--- config.mk ---
export PLATFORM = sky130hd
export DESIGN_NAME = hub75_scan_driver
export DESIGN_NICKNAME = d
export VERILOG_FILES = /design/src/led_matrix_pkg.sv /design/src/panel_bus_pkg.sv /design/src/hub75_scan_driver.sv
export SDC_FILE = /design/constraint.sdc
export NUM_CORES = 1
export LEC_CHECK = 0
export BUFFER_PORTS_ARGS = -buffer_cell sky130_fd_sc_hd__buf_2
export CAP_MARGIN = 25
export CORE_MARGIN = 2
export CORE_UTILIZATION = 25
export DETAILED_ROUTE_END_ITERATION = 6
export PLACE_DENSITY_LB_ADDON = 0.25
export SETUP_SLACK_MARGIN = 0.5
export SLEW_MARGIN = 15
export SYNTH_ARGS = -nofsm -noshare
export SYNTH_HDL_FRONTEND = slang
export SYNTH_SLANG_ARGS = --single-unit
--- constraint.sdc ---
create_clock -name sysclk -period 3.5 [get_ports sysclk]
set_input_delay 0.525 -clock sysclk [delete_from_list [all_inputs] [get_ports sysclk]]
set_output_delay 0.525 -clock sysclk [all_outputs]
set_load 0.03 [all_outputs]
--- src/led_matrix_pkg.sv ---
`default_nettype none

package led_matrix_pkg;

	// panel geometry
	localparam int segments = 2;
	localparam int rows = 8;
	localparam int columns = 32;
	localparam int bitdepth = 8;

	// one memory word per row and column, both segments side by side
	localparam int pixels_per_frame = rows * columns;
	localparam int word_bits = segments * 3 * bitdepth;

	localparam int row_w = $clog2(rows);
	localparam int col_w = $clog2(columns);

	// lit cycles of plane 0, plane b gets display_unit << b
	localparam int display_unit = 4;

	// longest lit period minus one must fit the counter
	localparam int lit_w = $clog2(display_unit << (bitdepth - 1));

	// extra blank cycles when the scan moves to the next row
	localparam int row_turn_cycles = 2;

	// sysclk cycles from one frame_complete pulse to the next
	localparam int frame_cycles = rows * (bitdepth * (2 * columns + 2)
		+ display_unit * ((1 << bitdepth) - 1) + row_turn_cycles);

	typedef logic [row_w-1:0] row_t;
	typedef logic [col_w-1:0] col_t;
	typedef logic [2:0] plane_t;
	typedef logic [lit_w-1:0] lit_t;

	// segment 0 in the upper half, each segment as r g b, msb first
	typedef logic [word_bits-1:0] pixel_word_t;

endpackage

`default_nettype wire

--- src/panel_bus_pkg.sv ---
`default_nettype none

package panel_bus_pkg;

	// write port into the back bank of the frame buffer
	typedef struct packed {
		logic wen;
		led_matrix_pkg::row_t wrow;
		led_matrix_pkg::col_t wcol;
		led_matrix_pkg::pixel_word_t wdata;
	} fb_write_t;

	// signals towards the hub75 connector
	typedef struct packed {
		// r0 g0 b0 r1 g1 b1
		logic [led_matrix_pkg::segments*3-1:0] rgb;
		led_matrix_pkg::row_t a;
		logic lat;
		logic oclk;
		// low while the current plane is lit
		logic oe_n;
	} hub75_bus_t;

endpackage

`default_nettype wire

--- src/hub75_scan_driver.sv ---
`timescale 1ns/1ps
`default_nettype none

module hub75_scan_driver (
	input wire sysclk,
	input wire rst,
	input wire led_matrix_pkg::pixel_word_t rdata,
	output led_matrix_pkg::row_t rrow,
	output led_matrix_pkg::col_t rcol,
	output logic frame_complete,
	output panel_bus_pkg::hub75_bus_t panel
);

	typedef enum logic [1:0] {
		st_shift,
		st_latch,
		st_display,
		st_blank
	} scan_state_t;

	scan_state_t state;
	led_matrix_pkg::row_t row;
	led_matrix_pkg::col_t col;
	led_matrix_pkg::plane_t plane;
	led_matrix_pkg::lit_t lit_cnt;
	// 0 sets the data with oclk low, 1 raises oclk
	logic phase;
	logic [1:0] turn_cnt;

	logic last_col;
	logic last_plane;
	logic last_row;
	logic [led_matrix_pkg::segments*3-1:0] plane_bits;

	assign last_col = (col == led_matrix_pkg::col_t'(led_matrix_pkg::columns - 1));
	assign last_plane = (plane == led_matrix_pkg::plane_t'(led_matrix_pkg::bitdepth - 1));
	assign last_row = (row == led_matrix_pkg::row_t'(led_matrix_pkg::rows - 1));

	// fetch the next column while oclk is high, word is back for the next low phase
	assign rrow = row;
	assign rcol = (state == st_shift && phase) ? col + 1'b1 : col;

	// first cycle of the row turn after row 7
	assign frame_complete = (state == st_blank) && last_plane && last_row && (turn_cnt == '0);

	// bit b of each color channel, channel j sits at bits j*bitdepth and up
	always_comb begin
		for (int j = 0; j < led_matrix_pkg::segments * 3; j++) begin
			plane_bits[j] = rdata[j * led_matrix_pkg::bitdepth + plane];
		end
	end

	always_ff @(posedge sysclk) begin
		if (rst) begin
			state <= st_shift;
			row <= '0;
			col <= '0;
			plane <= '0;
			phase <= 1'b0;
			lit_cnt <= '0;
			turn_cnt <= '0;
		end else begin
			case (state)
				st_shift: begin
					phase <= ~phase;
					if (phase) begin
						if (last_col) begin
							col <= '0;
							state <= st_latch;
						end else begin
							col <= col + 1'b1;
						end
					end
				end
				st_latch: begin
					// lit for display_unit << plane cycles
					lit_cnt <= led_matrix_pkg::lit_t'((led_matrix_pkg::display_unit << plane) - 1);
					state <= st_display;
				end
				st_display: begin
					lit_cnt <= lit_cnt - 1'b1;
					if (lit_cnt == '0) begin
						state <= st_blank;
					end
				end
				st_blank: begin
					if (!last_plane) begin
						plane <= plane + 1'b1;
						state <= st_shift;
					end else begin
						// row turn, extra cycles let the new row's first word arrive
						if (turn_cnt == '0) begin
							row <= row + 1'b1;
						end
						if (turn_cnt == 2'(led_matrix_pkg::row_turn_cycles)) begin
							turn_cnt <= '0;
							plane <= '0;
							state <= st_shift;
						end else begin
							turn_cnt <= turn_cnt + 1'b1;
						end
					end
				end
				default: state <= st_shift;
			endcase
		end
	end

	// panel pins are registered, one cycle behind the state
	always_ff @(posedge sysclk) begin
		if (rst) begin
			panel.rgb <= '0;
			panel.a <= '0;
			panel.lat <= 1'b0;
			panel.oclk <= 1'b0;
			panel.oe_n <= 1'b1;
		end else begin
			panel.a <= row;
			panel.lat <= (state == st_latch);
			panel.oclk <= (state == st_shift) && phase;
			panel.oe_n <= (state != st_display);
			if (state == st_shift && !phase) begin
				panel.rgb <= plane_bits;
			end
		end
	end

endmodule

`default_nettype wire

### After elaboration in Yosys (flattened, before gate mapping)

Cells that the tools add are included.

| word-level totals | value |
|---|---|
| register bits | 37 |
| bits of input ports | 50 |
| output and inout port bits | 21 |
| logic and storage cells | 83 |

| operators by class | value |
|---|---|
| $add $sub $neg | 11 |
| order comparisons | 6 |
| eq/ne operators | 13 |
| shift-type cells | 1 |
| multiplexer cells | 24 |
| bitwise gates (word level) | 1 |
| reduce and logical (&&, ||, !) cells | 15 |

Operators with widths:

| operator | count |
|---|---|
| $bmux W1 S6 | 5 |
| $pmux W9 S2 | 1 |
| $add A6 B3 Y7 const A | 2 |
| $lt A6 B7 Y1 const B | 2 |
| $lt A7 B7 Y1 const B | 2 |
| $add A5 B3 Y6 const A | 2 |
| $mux W2 | 6 |
| $mux W5 | 2 |
| $logic_not A9 Y1 | 1 |
| $shl A3 B3 Y9 const A | 1 |
| $sub A9 B1 Y9 const B | 1 |
| $sub A9 B2 Y9 const B | 1 |
| $ne A2 B2 Y1 const B | 4 |
| $pmux W2 S4 | 1 |
| $lt A3 B7 Y1 const B | 1 |
| $lt A5 B7 Y1 const B | 1 |
| $add A3 B1 Y3 const B | 2 |
| $eq A2 B2 Y1 const B | 3 |
| $eq A3 B3 Y1 const B | 2 |
| $mux W1 | 6 |
| $mux W3 | 2 |
| $reduce_and A2 Y1 | 3 |
| $add A4 B3 Y5 const A | 1 |
| $add A5 B1 Y5 const B | 1 |
| other kinds (13) | 18 |

### Longest topological paths before layout

| logic depth | value |
|---|---|
| word-level depth | 4 |
| gate-level depth with buffers | 11 |
| gate-level depth less buffers | 8 |

### Worst setup path after synthesis

OpenSTA, ideal clock, no wires.

| timing | value |
|---|---|
| kind | register -> register |
| start point | register plane[0] |
| end point | register lit_cnt[8] |
| library setup time | 112 ps |
| arrival time | 2127 ps |
| data required time | 3388 ps |
| slack | 1261 ps |
| cell stages (with the launch flop) | 12 |
| buffers on the path | 3 |
| path through | dfxtp_1 -> buf_2 -> buf_2 -> inv_1 -> ha_1 -> clkbuf_1 -> nand2_1 -> ha_1 -> nand2b_1 -> nor2_1 -> a21oi_1 -> a2111oi_1 |

| on the way | value |
|---|---|
| longest elaborated chain between the ends | 3 |

Ends and longest elaborated chain:

| element | line | RTL |
|---|---|---|
| start: declaration | hub75_scan_driver.sv:24 | `led_matrix_pkg::plane_t plane;` |
| start signal: assignment | hub75_scan_driver.sv:88 | `plane <= plane + 1'b1;` |
| $shl A3 B3 Y9 | hub75_scan_driver.sv:77 | `lit_cnt <= led_matrix_pkg::lit_t'((led_matrix_pkg::display_unit << plane) - 1);` |
| $sub A9 B2 Y9 | hub75_scan_driver.sv:77 |  |
| $pmux W9 S2 | hub75_scan_driver.sv:63 | `case (state)` |
| end signal: assignment | hub75_scan_driver.sv:77 |  |
| end signal: assignment | hub75_scan_driver.sv:81 | `lit_cnt <= lit_cnt - 1'b1;` |
| end: declaration | hub75_scan_driver.sv:25 | `led_matrix_pkg::lit_t lit_cnt;` |

Every way passes these cells.
A chain may end at the register's enable or synchronous reset.

### Worst setup path in the final report

| timing | value |
|---|---|
| start point | register plane[2] |
| end point | output frame_complete |

| on the way | value |
|---|---|
| longest elaborated chain between the ends | 4 |

Ends and longest elaborated chain:

| element | line | RTL |
|---|---|---|
| $eq A3 B3 Y1 | hub75_scan_driver.sv:36 | `assign last_plane = (plane == led_matrix_pkg::plane_t'(led_matrix_pkg::bitdepth - 1));` |
| $logic_and A1 B1 Y1 (3 in a row) | hub75_scan_driver.sv:44 | `assign frame_complete = (state == st_blank) && last_plane && last_row && (turn_cnt == '0);` |
| end: declaration | hub75_scan_driver.sv:10 | `output logic frame_complete,` |

Every way passes these cells.

==> impl_metrics.py <==
metrics = {
    "synthesis": {
        "synthArstFlopShare": 0,
        "synth_edf_count": 0,
        "yosysMostFrequentCell": "dfxtp_1",
        "synthesis.nets": 307,
        "ys_seq_area_frac": 0.337,
        "synth_area_leader_cell": "dfxtp_1",
        "yosys.area.top_type_share": 0.337,
        "yosys-top-cells-count": "dfxtp_1, nor2_1, nand2_1",
        "syn_area_um2": 2200,
        "avgSynthCellArea_um2": 9.13,
        "yosys-top-cells-area": "dfxtp_1, mux4_2, ha_1",
        "yosysWarningCount": 0,
        "ys_types": 42,
        "synth-main-ff-cell": "dfxtp_1",
        "synthCells": 241,
        "ys_ff_latch": 37,
    },
    "worst_hold_path": {
        "worstHoldPathType": "flop to flop",
        "hold_depth": 2,
    },
    "global_route": {
        "antenna_found_initial": 0,
        "grt_use_total": 0.106,
        "grt_pass1_vias": 1842,
        "grt_pass1_wl_um": 8340,
        "grt_max_degree": 39,
        "grt_overflow_total": 0,
    },
    "layout": {
        "nNetsFinal": 371,
        "drive_above_1_share": 0.311,
        "fillCellCount": 913,
        "area_delta_synth_final_pct": 24.5,
        "antennaDiodeCount": 0,
    },
    "die": {
        "core_um2": 8640,
        "fp.dieH_um": 97.8,
        "rows": 34,
        "io_pins": 71,
        "initial_core_util": 0.255,
        "die_w_um": 97.8,
        "dieArea_um2": 9560,
    },
    "detailed_routing": {
        "drtIter0Drc": 104,
        "vias": 1923,
        "drtAntennaViolNets": 0,
        "firstDrtPassIters": 4,
        "routed_wirelength_um": 4880,
        "drc_errors": 0,
        "via_per_inst": 4.66,
        "post_drt_wl_per_cell_um": 11.8,
    },
    "setup_path": {
        "path_class": "flop to output pin",
        "cp_max_fo": 23,
        "cp_slowest_stage_delay_ps": 600,
        "cp_slowest_cell": "dfxtp_2",
        "worstPathArrival_ps": 1960,
        "worstSetupStartpointType": "flop",
        "worst-path-stages": 6,
        "required_ps": 2970,
        "crit_chain": "ha_1, nand2_1, nor3_1, buf_4, and2_1, buf_2",
        "worst-r2r-cell-count": 6,
        "cp-end-kind": "output pin",
        "crit_family": "flip-flops",
        "cp.buffers_inverters": 2,
    },
    "timing": {
        "tightestPinTransition_ps": 701,
        "post-route-min-period_ps": 2480,
        "fin_skew_ps": 3.01,
        "hold_ws_ps": 489,
        "finalSetupTns_ps": 0,
        "slew_headroom": 0.532,
        "slew_violations": 0,
        "setup_viol": 0,
        "max_freq_mhz": 403,
        "finalCritPeriodShare": 0.709,
        "finalHoldViolCount": 0,
        "rsz0062_at_grt": "no",
    },
    "clocking": {
        "clk_path_buf_depth": 2,
        "htree_levels": 2,
        "cts_tree": "built",
        "clk_latency_ps": 290,
        "ctsHoldBuffers": 0,
        "clkTransAtPathRegs_ps": 70,
        "cts_buffers": 5,
        "cts_resized": 0,
        "cts_num_sinks": 37,
        "root_buffer": "clkbuf_8",
        "postCtsSetupRepairBufs": 0,
    },
    "power_and_ir_drop": {
        "power_density_nw_per_um2": 519,
        "p_leak_nw": 1.15,
        "ir_drop_mv": 0.170,
    },
    "placement": {
        "hpwl_um": 3670,
        "io_buffers": 70,
        "place_congestion": 0.712,
    },
    "outcome": {
        "status": "finished clean",
    },
    "run": {
        "drv_cap": 0,
    },
}
==> cells in the final DEF, fill, tap and decap left out, types with 9 or more instances in the layout <==
| cell type | count |
|---|---|
| buf_2 | 70 |
| dfxtp_1 | 36 |
| nor2_1 | 26 |
| nand2_1 | 18 |
| ha_1 | 16 |
| a21oi_1 | 13 |
| nor3_1 | 12 |
| mux4_2 | 12 |
| inv_1 | 11 |
| o21ai_0 | 9 |
==> per-stage QoR <==
step | instance area, um2 | power [mW] | cells | setup WS, ps | utilization
2_1_floorplan | 2200 | 0.945 | 241 | 1260 | -
3_3_place_gp | 2630 | 1.07 | 406 | 1060 | 0.305
3_5_place_dp | 2630 | 1.08 | 406 | 1020 | 0.305
4_1_cts | 2740 | 1.44 | 413 | 702 | 0.317
5_1_grt | 2740 | 1.53 | 413 | 801 | 0.317
6_report | 2740 | 1.42 | 413 | 1020 | 0.317
==> where the power goes <==
group,internal (mW),total [mW],switching (mW)
Combinational,0.187,0.522,0.336
Clock,0.207,0.360,0.153
Sequential,0.488,0.539,0.0515
Total,0.881,1.42,0.540
==> registers in the layout, indices dropped and copies added (netlist names) <==
| name | cells |
|---|---|
| col | 5 |
| plane | 3 |
| lit_cnt | 9 |
| turn_cnt | 2 |
| rrow | 3 |
| state | 2 |
| panel | 12 |
| phase | 1 |
==> layer usage <==
layer,share of wire,up-vias,GRT usage
met5,0,-,0
met4,0.019,0,0.0449
met3,0.078,7,0.0322
met2,0.43,75,0.164
met1,0.48,849,0.137
li1,-,992,-
==> cell type report <==
cell class / count / area, um2 / area share
clock buffers: 5 / 68.8 / 0.0251
clock inverters: 2 / 35.0 / 0.0128
inverters: 11 / 41.3 / 0.0151
multi-input cells: 178 / 1350 / 0.493
flip-flops and latches: 37 / 742 / 0.271
well taps: 108 / 135 / 0.0494
repair buffers: 72 / 365 / 0.133
==> tightest hold or removal path, stage by stage (launching register included) <==
cell     delay [ps]
dfxtp_1         330
nand2_1          60
a21oi_1          50
==> worst paths after layout <==
kind | from | end | slack [ps]
min reg2reg | turn_cnt[0]$_SDFFE_PP0P_ | turn_cnt[1]$_SDFFE_PP0P_ | 490
min | turn_cnt[0]$_SDFFE_PP0P_ | turn_cnt[1]$_SDFFE_PP0P_ | 490
max reg2reg | state[0]$_SDFFE_PP0P_ | panel[6]$_SDFFE_PP0P_ | 1400
max | plane[2]$_SDFFE_PP0P_ | frame_complete | 1020
==> cells by family (layout without fill, tap and decap cells) <==
group	count (synthesis)	in the layout	share of synthesized area
and+or+nand+nor	88	88	0.194
buffers and inverters	26	90	0.0495
DFF	37	37	0.337
muxes	18	18	0.151
xor gates and xnor gates	8	8	0.0319
AOI/OAI and AO/OA	48	48	0.146
adders and majority gates	16	16	0.0910
Power figures use the tool's default switching activity.
