## config.mk

```make
export PLATFORM = sky130hd
export DESIGN_NAME = spi_frame_loader
export DESIGN_NICKNAME = d
export VERILOG_FILES = /design/src/led_matrix_pkg.sv /design/src/panel_bus_pkg.sv /design/src/spi_frame_loader.sv
export SDC_FILE = /design/constraint.sdc
export NUM_CORES = 1
export LEC_CHECK = 0
export BUFFER_PORTS_ARGS = -buffer_cell sky130_fd_sc_hd__buf_2
export CAP_MARGIN = 20
export CORE_MARGIN = 2
export CORE_UTILIZATION = 50
export CTS_BUF_LIST = sky130_fd_sc_hd__clkbuf_8 sky130_fd_sc_hd__clkbuf_16
export DETAILED_ROUTE_END_ITERATION = 7
export PLACE_DENSITY = 0.76
export SLEW_MARGIN = 20
export SYNTH_ARGS = -nofsm -noshare
export SYNTH_HDL_FRONTEND = slang
export SYNTH_SLANG_ARGS = --single-unit
```

## constraint.sdc

```tcl
create_clock -name sysclk -period 9.9 [get_ports sysclk]
set_input_delay 0.495 -clock sysclk [delete_from_list [all_inputs] [get_ports sysclk]]
set_output_delay 0.495 -clock sysclk [all_outputs]
set_load 0.05 [all_outputs]
```

## src/led_matrix_pkg.sv

```systemverilog
`default_nettype none

package led_matrix_pkg;

	// panel geometry
	localparam int segments = 2;
	localparam int rows = 8;
	localparam int columns = 32;
	localparam int bitdepth = 8;

	// one memory word per row and column, both segments side by side
	localparam int pixels_per_frame = rows * columns;
	localparam int word_bits = segments * 3 * bitdepth;

	localparam int row_w = $clog2(rows);
	localparam int col_w = $clog2(columns);

	// lit cycles of plane 0, plane b gets display_unit << b
	localparam int display_unit = 4;

	// longest lit period minus one must fit the counter
	localparam int lit_w = $clog2(display_unit << (bitdepth - 1));

	// extra blank cycles when the scan moves to the next row
	localparam int row_turn_cycles = 2;

	// sysclk cycles from one frame_complete pulse to the next
	localparam int frame_cycles = rows * (bitdepth * (2 * columns + 2)
		+ display_unit * ((1 << bitdepth) - 1) + row_turn_cycles);

	typedef logic [row_w-1:0] row_t;
	typedef logic [col_w-1:0] col_t;
	typedef logic [2:0] plane_t;
	typedef logic [lit_w-1:0] lit_t;

	// segment 0 in the upper half, each segment as r g b, msb first
	typedef logic [word_bits-1:0] pixel_word_t;

endpackage

`default_nettype wire

```

## src/panel_bus_pkg.sv

```systemverilog
`default_nettype none

package panel_bus_pkg;

	// write port into the back bank of the frame buffer
	typedef struct packed {
		logic wen;
		led_matrix_pkg::row_t wrow;
		led_matrix_pkg::col_t wcol;
		led_matrix_pkg::pixel_word_t wdata;
	} fb_write_t;

	// signals towards the hub75 connector
	typedef struct packed {
		// r0 g0 b0 r1 g1 b1
		logic [led_matrix_pkg::segments*3-1:0] rgb;
		led_matrix_pkg::row_t a;
		logic lat;
		logic oclk;
		// low while the current plane is lit
		logic oe_n;
	} hub75_bus_t;

endpackage

`default_nettype wire

```

## src/spi_frame_loader.sv

```systemverilog
`timescale 1ns/1ps
`default_nettype none

module spi_frame_loader (
	input wire sysclk,
	input wire rst,
	input wire spi_sclk,
	input wire spi_ss,
	input wire spi_mosi,
	input wire ready,
	output panel_bus_pkg::fb_write_t fb_wr,
	output logic loaded
);

	// two stage synchronizers, bit 1 is the usable one
	logic [1:0] sclk_sync;
	logic [1:0] ss_sync;
	logic [1:0] mosi_sync;
	logic sclk_prev;

	logic sclk_rise;
	logic selected;
	logic word_done;
	logic accept;
	logic last_word;

	logic [$clog2(led_matrix_pkg::word_bits)-1:0] bit_cnt;
	led_matrix_pkg::pixel_word_t shift_reg;
	led_matrix_pkg::row_t wr_row;
	led_matrix_pkg::col_t wr_col;
	logic wr_en;
	// set once a bit arrives while not ready, holds until ss is released
	logic drop;

	always_ff @(posedge sysclk) begin
		if (rst) begin
			sclk_sync <= '0;
			ss_sync <= '1;
			sclk_prev <= 1'b0;
		end else begin
			sclk_sync <= {sclk_sync[0], spi_sclk};
			ss_sync <= {ss_sync[0], spi_ss};
			sclk_prev <= sclk_sync[1];
		end
	end

	assign sclk_rise = sclk_sync[1] & ~sclk_prev;
	assign selected = ~ss_sync[1];
	assign word_done = sclk_rise && selected
		&& (bit_cnt == ($bits(bit_cnt))'(led_matrix_pkg::word_bits - 1));
	assign accept = ready && !drop;
	assign last_word = (wr_row == led_matrix_pkg::row_t'(led_matrix_pkg::rows - 1))
		&& (wr_col == led_matrix_pkg::col_t'(led_matrix_pkg::columns - 1));

	// mode 0, msb first, sampled on the rising sclk edge
	always_ff @(posedge sysclk) begin
		mosi_sync <= {mosi_sync[0], spi_mosi};
		if (sclk_rise && selected) begin
			shift_reg <= {shift_reg[led_matrix_pkg::word_bits-2:0], mosi_sync[1]};
		end
	end

	always_ff @(posedge sysclk) begin
		if (rst) begin
			bit_cnt <= '0;
			wr_row <= '0;
			wr_col <= '0;
			wr_en <= 1'b0;
			loaded <= 1'b0;
			drop <= 1'b0;
		end else begin
			wr_en <= word_done && accept;
			loaded <= word_done && accept && last_word;
			if (!selected) begin
				// ss released, next frame starts at row 0 column 0
				bit_cnt <= '0;
				wr_row <= '0;
				wr_col <= '0;
				drop <= 1'b0;
			end else begin
				if (sclk_rise) begin
					if (!ready) begin
						drop <= 1'b1;
					end
					if (word_done) begin
						bit_cnt <= '0;
					end else begin
						bit_cnt <= bit_cnt + 1'b1;
					end
				end
				// address steps once the write has gone out
				if (wr_en) begin
					wr_col <= wr_col + 1'b1;
					if (wr_col == led_matrix_pkg::col_t'(led_matrix_pkg::columns - 1)) begin
						wr_row <= wr_row + 1'b1;
					end
				end
			end
		end
	end

	// shift_reg stays put for several cycles after the last bit of a word
	assign fb_wr = '{wen: wr_en, wrow: wr_row, wcol: wr_col, wdata: shift_reg};

endmodule

`default_nettype wire

```

# Word-level counts from Yosys, hierarchy flattened
# Index checks and enable logic that the tools add are counted.
# word_totals
ff_bits	72
latchBits	0
ram_bits	0
rom_bits	0
inputBits	6
output_inout_bits	58
n_memories	0
# op_classes
n_addsub	3
mul	0
n_div	0
n_lt_le_gt_ge	0
eq_ne	3
n_shift	0
mux	1
bitwise	4
n_reduce_logical	10
# op_table
cell	count
6-bit by 1-bit adder with 6-bit output, second input constant	1
6-bit == test, second input constant	1
1-bit logical AND	6
6-bit 2-to-1 mux	1
5-bit by 1-bit adder with 5-bit output, second input constant	1
5-bit == test, second input constant	1
2-bit AND reduction	2
3-bit by 1-bit adder with 3-bit output, second input constant	1
3-bit == test, second input constant	1
1-bit inverter	3
2-bit OR reduction	1
1-bit bitwise AND	1
1-bit zero test	1

# Logic depth before layout (Yosys ltp)
# Gate-level depths: netlist (run 1).
# depth
word_depth	6
mapped_depth	6
depth_no_buf	6

# Least setup slack after synthesis (run 1)
# OpenSTA, ideal clock, no wires.
# synth_timing
path_kind	reg2reg
start	register sclk_sync[1]
end	register shift_reg[0] (enable)
arrival_ps	2701
slack_ps	6745
stages_incl_launch_ff	3
cell_sequence	dfxtp_1 or2b_1 nor2_1
# synth_between
elab_chain_len	2
# synth_lines
item	line_no	rtl
start: declaration	spi_frame_loader.sv:16	logic [1:0] sclk_sync;
start signal: assignment	spi_frame_loader.sv:41	sclk_sync <= {sclk_sync[0], spi_sclk};
1-bit bitwise AND	spi_frame_loader.sv:47	assign sclk_rise = sclk_sync[1] & ~sclk_prev;
1-bit logical AND	spi_frame_loader.sv:58	if (sclk_rise && selected) begin
end signal: assignment	spi_frame_loader.sv:59	shift_reg <= {shift_reg[led_matrix_pkg::word_bits-2:0], mosi_sync[1]};
end: declaration	spi_frame_loader.sv:28	led_matrix_pkg::pixel_word_t shift_reg;
# No other way between the ends.
# A chain may end at the register's enable or synchronous reset.

# Worst setup path in the final report (run 1)
# layout_timing
start	register wr_en
end	output fb_wr[56] (netlist name)
# layout_lines
item	line_no	rtl
start: declaration	spi_frame_loader.sv:31	logic wr_en;
start signal: assignment	spi_frame_loader.sv:72	wr_en <= word_done && accept;
end: declaration	spi_frame_loader.sv:11	output panel_bus_pkg::fb_write_t fb_wr,
# No word-level cell between the ends.

==> summary.md, run 1 <==
| Metric | Value |
|---|---|
| Status | finished clean |
| Hpwl dp | between 2000 and 3000 µm |
| Post-Syn Nets | between 150 and 200 |
| Die Span Y | about 73 µm |
| WL per Instance | 14.4 µm |
| Startpoint Class | flip-flop |
| Min cycle time layout | between 1.5 and 2 ns |
| Hold Crit Class | in2reg |
| Final TNS setup | 0 ns |
| Syn avg cell area | around 17 µm² |
| Worst-path clk slew | about 0.07 ns |
| Drt first pass iters | 4 |
| Total power draw | approximately 0.55 mW |
| CTS Sinks | 72 |
| Clk Latency, worst-skew pair | ~0.33 ns |
| Crit-path cells | buf_2 |
| Critical path arrival | 1.22 ns |
| Register area | ~1900 µm² |
| Slowest CP cell | dfxtp_1 |
| Diode count | 0 |
| Synth Cell Area | around 2400 µm² |
| Leak | roughly 1.2 nW |
| Worst setup EP type | output port |
| Period utilisation layout | 0.173 |
| Slew Limit Fails | 0 |
| Synth warn | 0 |
| Detail Route Antenna Nets | 0 |
| Layout Nets | around 230 |
| Worst Path Buf+Inv | 1 |
| Vias per cell | slightly above 5 |
| Critical Path Fanout Max | 9 |
| RSZ-0062 raised after global routing | no |
| Slew headroom | 0.615 |
| I/O pin cnt | 64 |
| Filler cell count | 335 |
| Routed WL | 3930 µm |
| Max reg flops | 48 |
| Largest net degree at the start of global routing | between 40 and 50 |
| Clock Path Buffers | 2 |
| Delay-heaviest family, CP | flip-flops |
| Setup Viol. Count Final | 0 |
| Slowest stage delay, CP | about 0.54 ns |
| Post-CTS sizing | 0 |
| Crit path kind | reg2out |
| GP Congestion | between 0.8 and 0.9 |
| Layout area overhead | 23.6% |
| CTS buffer count | 9 |
| Layout cell share with drive strength beyond 1 | 0.393 |
| #FFs+latches synth | just over 70 |
| CTS tree | built |
| Overflow left after global routing | 0 |
| Core area | 4660 µm² |
| Initial Utilization | 0.514 |
| Hold Vio Cnt, Final | 0 |
| Power Dens Cells | 184 nW/µm² |
| Number of port buffers | 63 |
| Peak supply drop | approximately 0.099 mV |
| Sequential share of the synthesized area | 0.802 |
| GRT Total Usage | 0.153 |
| Placed cell count | ~260 |
| Vias | around 1400 |
| Die Span X | approximately 73 µm |
| CTS Hold Buffers Added | 0 |
| Final cell count without fillers | roughly 270 |
| Highest Clock Rate | approximately 580 MHz |
| Gate Count Post-Synth | between 100 and 150 |
| Core Rows | 25 |
| Global-route wire length before repair | about 5900 µm |
| Die area | approximately 5400 µm² |
| Initial antenna violation count | 0 |
| WP data required | between 9 and 10 ns |
| H-tree depth | 3 |
| Starting DRT DRC Count | 92 |
| Root Driver | clkbuf_8 |
| Cell variety after synth | 34 |
| Worst slew pin tran | around 0.58 ns |
| DRC errors left | 0 |
| Fin Hold WS | ~0.25 ns |
| Vias in the first global route | 1208 |
| Clk_skew | 0.00899 ns |
| Post-CTS setup buffer count | 0 |
| Max cap viols | 0 |
| Multi-input gate area | around 460 µm² |
[stage by stage]
stage / setup WS (ns) / utilization / instance area [µm²]
after floorplan: 6.74 / - / 2400
after global placement: 8.24 / 0.595 / 2770
after global routing: 8.09 / 0.635 / 2960
final: 8.19 / 0.635 / 2960
after detailed placement: 8.20 / 0.595 / 2770
after CTS: 8.17 / 0.635 / 2960
[cells by family (layout without fill, tap and decap cells)]
group,after synthesis,after routing,synth area share
compound gates,10,10,0.0282
xor+xnor,5,5,0.0183
fa+ha+maj,5,5,0.0261
buf+inv,5,81,0.00992
flops,72,72,0.802
mux,3,3,0.0125
simple gates,43,43,0.103
[final timing paths]
path | startpoint | endpoint | slack (ns) | cells past startpoint
setup / recovery | wr_en$_SDFF_PP0_ | fb_wr[56] | 8.19 | 1
hold / removal | spi_mosi | mosi_sync[0]$_DFF_P_ | 0.25 | 1
setup reg to reg | sclk_sync[1]$_SDFF_PP0_ | shift_reg[0]$_DFFE_PP_ | 8.19 | 3
hold reg to reg | mosi_sync[0]$_DFF_P_ | mosi_sync[1]$_DFF_P_ | 0.33 | 0
[report_power, final]
part	internal (mW)	switching, mW
logic	0.00255	0.00601
clock network	0.114	0.102
registers	0.320	0.00132
[area by class of cell]
cell class                      count  area share
Clock buffer                        9      0.0418
Inverter                            1     0.00127
Tap cell                           54      0.0228
Timing Repair Buffer               64       0.109
Clock inverter                      7      0.0215
Multi-Input combinational cell     66       0.155
Sequential cell                    72       0.649
[routing by layer]
metal  up-vias  share of wire  GRT usage
li1        668              -          -
met4         0          0.027     0.0926
met2        61           0.45      0.205
met1       662           0.46      0.212
met3        11          0.071     0.0539
met5         -              0          0
[cells in the mapped netlist]
cell type | instances | area [µm²]
nand4bb_1 | 1 | 11.3
nor2_1 | 10 | 37.5
a21oi_1 | 3 | 15.0
nand4_1 | 1 | 6.26
ha_1 | 5 | 62.6
nand2b_1 | 1 | 6.26
nor2b_1 | 4 | 25.0
a311oi_1 | 1 | 8.76
or2b_1 | 1 | 7.51
a41oi_1 | 1 | 8.76
buf_2 | 1 | 5.00
or2_2 | 3 | 18.8
a31oi_1 | 1 | 6.26
clkbuf_1 | 2 | 7.51
or4_4 | 1 | 11.3
xnor2_1 | 1 | 8.76
nand4b_2 | 1 | 15.0
xor2_1 | 4 | 35.0
nand3b_1 | 2 | 15.0
buf_4 | 1 | 7.51
mux2i_1 | 3 | 30.0
and4b_1 | 1 | 10.0
a21oi_2 | 1 | 8.76
o21ba_2 | 1 | 10.0
nor3b_1 | 1 | 7.51
edfxtp_1 | 48 | 1440
and3_1 | 2 | 12.5
dfxtp_1 | 24 | 480
nand3_1 | 4 | 20.0
nand2_1 | 8 | 30.0
nor4_1 | 1 | 6.26
or3_1 | 1 | 6.26
o21ai_0 | 2 | 10.0
inv_1 | 1 | 3.75
[cell usage in the layout (no fill, tap or decap), types with 2 or more instances in the layout]
| cell | Yosys | routed |
|---|---|---|
| mux2i_1 | 3 | 3 |
| o21ai_0 | 2 | 2 |
| xor2_1 | 4 | 4 |
| or2_2 | 3 | 3 |
| nand3_1 | 4 | 4 |
| clkbuf_8 | 0 | 9 |
| nor2b_1 | 4 | 4 |
| ha_1 | 5 | 5 |
| edfxtp_1 | 48 | 48 |
| inv_1 | 1 | 3 |
| clkinv_2 | 0 | 2 |
| buf_2 | 1 | 63 |
| nand3b_1 | 2 | 2 |
| dfxtp_1 | 24 | 24 |
| a21oi_1 | 3 | 3 |
| and3_1 | 2 | 2 |
| nand2_1 | 8 | 8 |
| nor2_1 | 10 | 9 |
Power figures use the tool's default switching activity.
==> run 2, diff against run 1 <==
clock period = 1.6 ns   (was 9.9 ns; I/O delays follow)
==> run 2 against run 1 <==
Effect of this change:
- combinational power rose to 7.5 times the previous value
- clock power grew to 5.3 times the previous value
- core utilization is 0.97 points higher
- via count shrank 1.0%
- critical endpoint is now shift_reg[42]$_DFFE_PP_
- largest power group unchanged
==> summary.md, run 2 (same netlist as run 1, synthesis figures left out) <==
| Metric | Value |
|---|---|
| Status | finished clean (unchanged) |
| Reg power frac | 0.621 (was 0.588) |
| Leak | 1.18 nW (was 1.17 nW) |
| Min cycle time layout | approximately 1.4 ns |
| Most frequent cells in the layout | 63 x buf_2, 48 x edfxtp_1, 21 x dfxtp_1 (was 63 x buf_2, 48 x edfxtp_1, 24 x dfxtp_1) |
| Critical path arrival | 1.41 ns (was 1.22 ns) |
| Commonest non-fill, non-tap cell in the layout | buf_2 (unchanged) |
| Vias | 1388 (was 1402) |
| Highest Clock Rate | 716 MHz |
| Vias per cell | 4.99 (was 5.14) |
| Drt first pass iters | 5 (was 4) |
| Clock Path Buffers | 2 (unchanged) |
| Detail Route Antenna Nets | 0 (unchanged) |
| Max cap viols | 0 (unchanged) |
| GRT Total Usage | 0.148 (was 0.153) |
| Hpwl dp | 2680 µm (was 2520 µm) |
| Core Util, Final | 0.645 (was 0.635) |
| CTS tree | built (unchanged) |
| WP data required | 1.61 ns (was 9.41 ns) |
| Layout Nets | 230 (was 225) |
| Slew Limit Fails | 0 (unchanged) |
| Slew headroom | 0.750 (was 0.615) |
| Layout cell share with drive strength beyond 1 | 0.402 (was 0.393) |
| Worst setup EP type | flip-flop (was output port) |
| Clk Latency, worst-skew pair | 0.32 ns (was 0.33 ns) |
| Die area | 5360 µm² (unchanged) |
| Starting DRT DRC Count | 50 (was 92) |
| Switching power total | 0.649 mW (was 0.110 mW) |
| Initial Utilization | 0.514 (unchanged) |
| Largest net degree at the start of global routing | 49 (unchanged) |
| Diode count | 0 (unchanged) |
| Global-route wire length before repair | 5690 µm (was 5930 µm) |
| Max reg flops | 48 (unchanged) |
| Layout area overhead | 25.5% (was 23.6%) |
| Hold Vio Cnt, Final | 0 (unchanged) |
| Core Rows | 25 (unchanged) |
| Slowest CP cell | dfxtp_2 (was dfxtp_1) |
| Power Dens Cells | 1060 nW/µm² (was 184 nW/µm²) |
| Die Span Y | 73.2 µm (unchanged) |
| Critical Path Fanout Max | 48 (was 9) |
| Final cell count without fillers | 278 (was 273) |
| Delay-heaviest family, CP | simple AND/OR/NAND/NOR gates (was flip-flops) |
| WL per Instance | 13.9 µm (was 14.4 µm) |
| Fin Hold WS | 0.0282 ns (was 0.254 ns) |
| Final TNS setup | 0 ns (unchanged) |
| Post-CTS sizing | 0 (unchanged) |
| Switching Fraction | 0.203 (was 0.201) |
| Slowest stage delay, CP | 0.38 ns (was 0.54 ns) |
| Crit-path cells | or2b_4 -> nor2_4 -> buf_12 (was buf_2) |
| I/O pin cnt | 64 (unchanged) |
| Placed cell count | 257 (unchanged) |
| Initial antenna violation count | 0 (unchanged) |
| Met3 routed WL | 279 µm (was 278 µm) |
| CTS Sinks | 72 (unchanged) |
| Period utilisation layout | 0.873 |
| Comb pwr share | 0.020 (was 0.016) |
| CTS buffer count | 9 (unchanged) |
| RSZ-0062 raised after global routing | no (unchanged) |
| Peak supply drop | 0.622 mV (was 0.0988 mV) |
| H-tree depth | 3 (unchanged) |
| Crit path kind | reg2reg (was reg2out) |
| Worst slew pin tran | 0.375 ns (was 0.577 ns) |
| Int Power | 2.55 mW (was 0.437 mW) |
| Number of port buffers | 63 (unchanged) |
| Worst Path Buf+Inv | 1 (unchanged) |
| Die Span X | 73.2 µm (unchanged) |
| Routed WL | 3860 µm (was 3930 µm) |
| Overflow left after global routing | 0 (unchanged) |
| WL met2 | 1910 µm (was 1750 µm) |
| Clock share of power | 0.359 (was 0.397) |
| Root Driver | clkbuf_8 (unchanged) |
| Vias in the first global route | 1176 (was 1208) |
| Setup Viol. Count Final | 0 (unchanged) |
| Filler cell count | 337 (was 335) |
| Hold Crit Class | in2reg (unchanged) |
| Worst-path clk slew | 0.07 ns (about the same) |
| Highest Signal Layer | met4 (unchanged) |
| Clk_skew | 0.00556 ns (was 0.00899 ns) |
| Core area | 4660 µm² (unchanged) |
| GP Congestion | 0.783 (was 0.806) |
| Startpoint Class | flip-flop (unchanged) |
| Met1 WL | 1660 µm (was 1800 µm) |
| DRC errors left | 0 (unchanged) |
## run 2: cell types whose count changed in the layout (fill, tap and decap cells not counted), sizes merged
cell,previous run,this run
dlygate4sd3,0,5
clkinv,2,6
inv,4,1
bufinv,1,0
## run 2: power groups by stage
stage	clock network (mW)	logic, mW	registers, mW
4_1_cts	1.19	0.0643	1.99
3_5_place_dp	0	0.0550	2.03
2_1_floorplan	0	0.0172	2.05
3_3_place_gp	0	0.0547	2.03
6_report	1.15	0.0639	1.99
5_1_grt	1.25	0.0676	1.99
## run 2: final cells by class
type	count	area [µm²]	share of cell area
Clock buffer	9	124	0.0412
Tap cell	54	67.6	0.0225
Timing Repair Buffer	69	385	0.128
Inverter	1	3.75	0.00125
Multi-Input combinational cell	66	462	0.154
Sequential cell	72	1930	0.640
Clock inverter	7	38.8	0.0129
## run 2: routing by layer
layer	vias up	track usage
li1	676	-
met1	659	0.188
met2	51	0.221
met3	2	0.0580
met4	0	0.0741
met5	-	0
## run 2: tightest hold or removal path: stages
cell      delay [ns]
buf_2           0.11
nand2b_1        0.06
nor4_1          0.05
## run 2: per-stage QoR
stage	area, µm²	power [mW]	worst slack [ns]
2_1_floorplan	2410	2.06	-0.191
3_3_place_gp	2790	2.08	0.224
3_5_place_dp	2790	2.08	0.208
4_1_cts	3010	3.24	0.198
5_1_grt	3010	3.30	0.0464
6_report	3010	3.20	0.203
## run 2: what timing repair did
item,4_1_cts,5_1_grt
setup buffers,0,0
endpoints found under the setup margin,0,0
hold endpoints to repair,5,0
hold buffers,5,0
## run 2: path summary, 6_finish.rpt
path | startpoint | endpoint | slack (ns) | cells after the start
setup / recovery | sclk_sync[1]$_SDFF_PP0_ | shift_reg[42]$_DFFE_PP_ | 0.20 | 3
hold / removal | ready | wr_en$_SDFF_PP0_ | 0.03 | 3
setup reg to reg | sclk_sync[1]$_SDFF_PP0_ | shift_reg[42]$_DFFE_PP_ | 0.20 | 3
hold reg to reg | mosi_sync[0]$_DFF_P_ | mosi_sync[1]$_DFF_P_ | 0.33 | 0
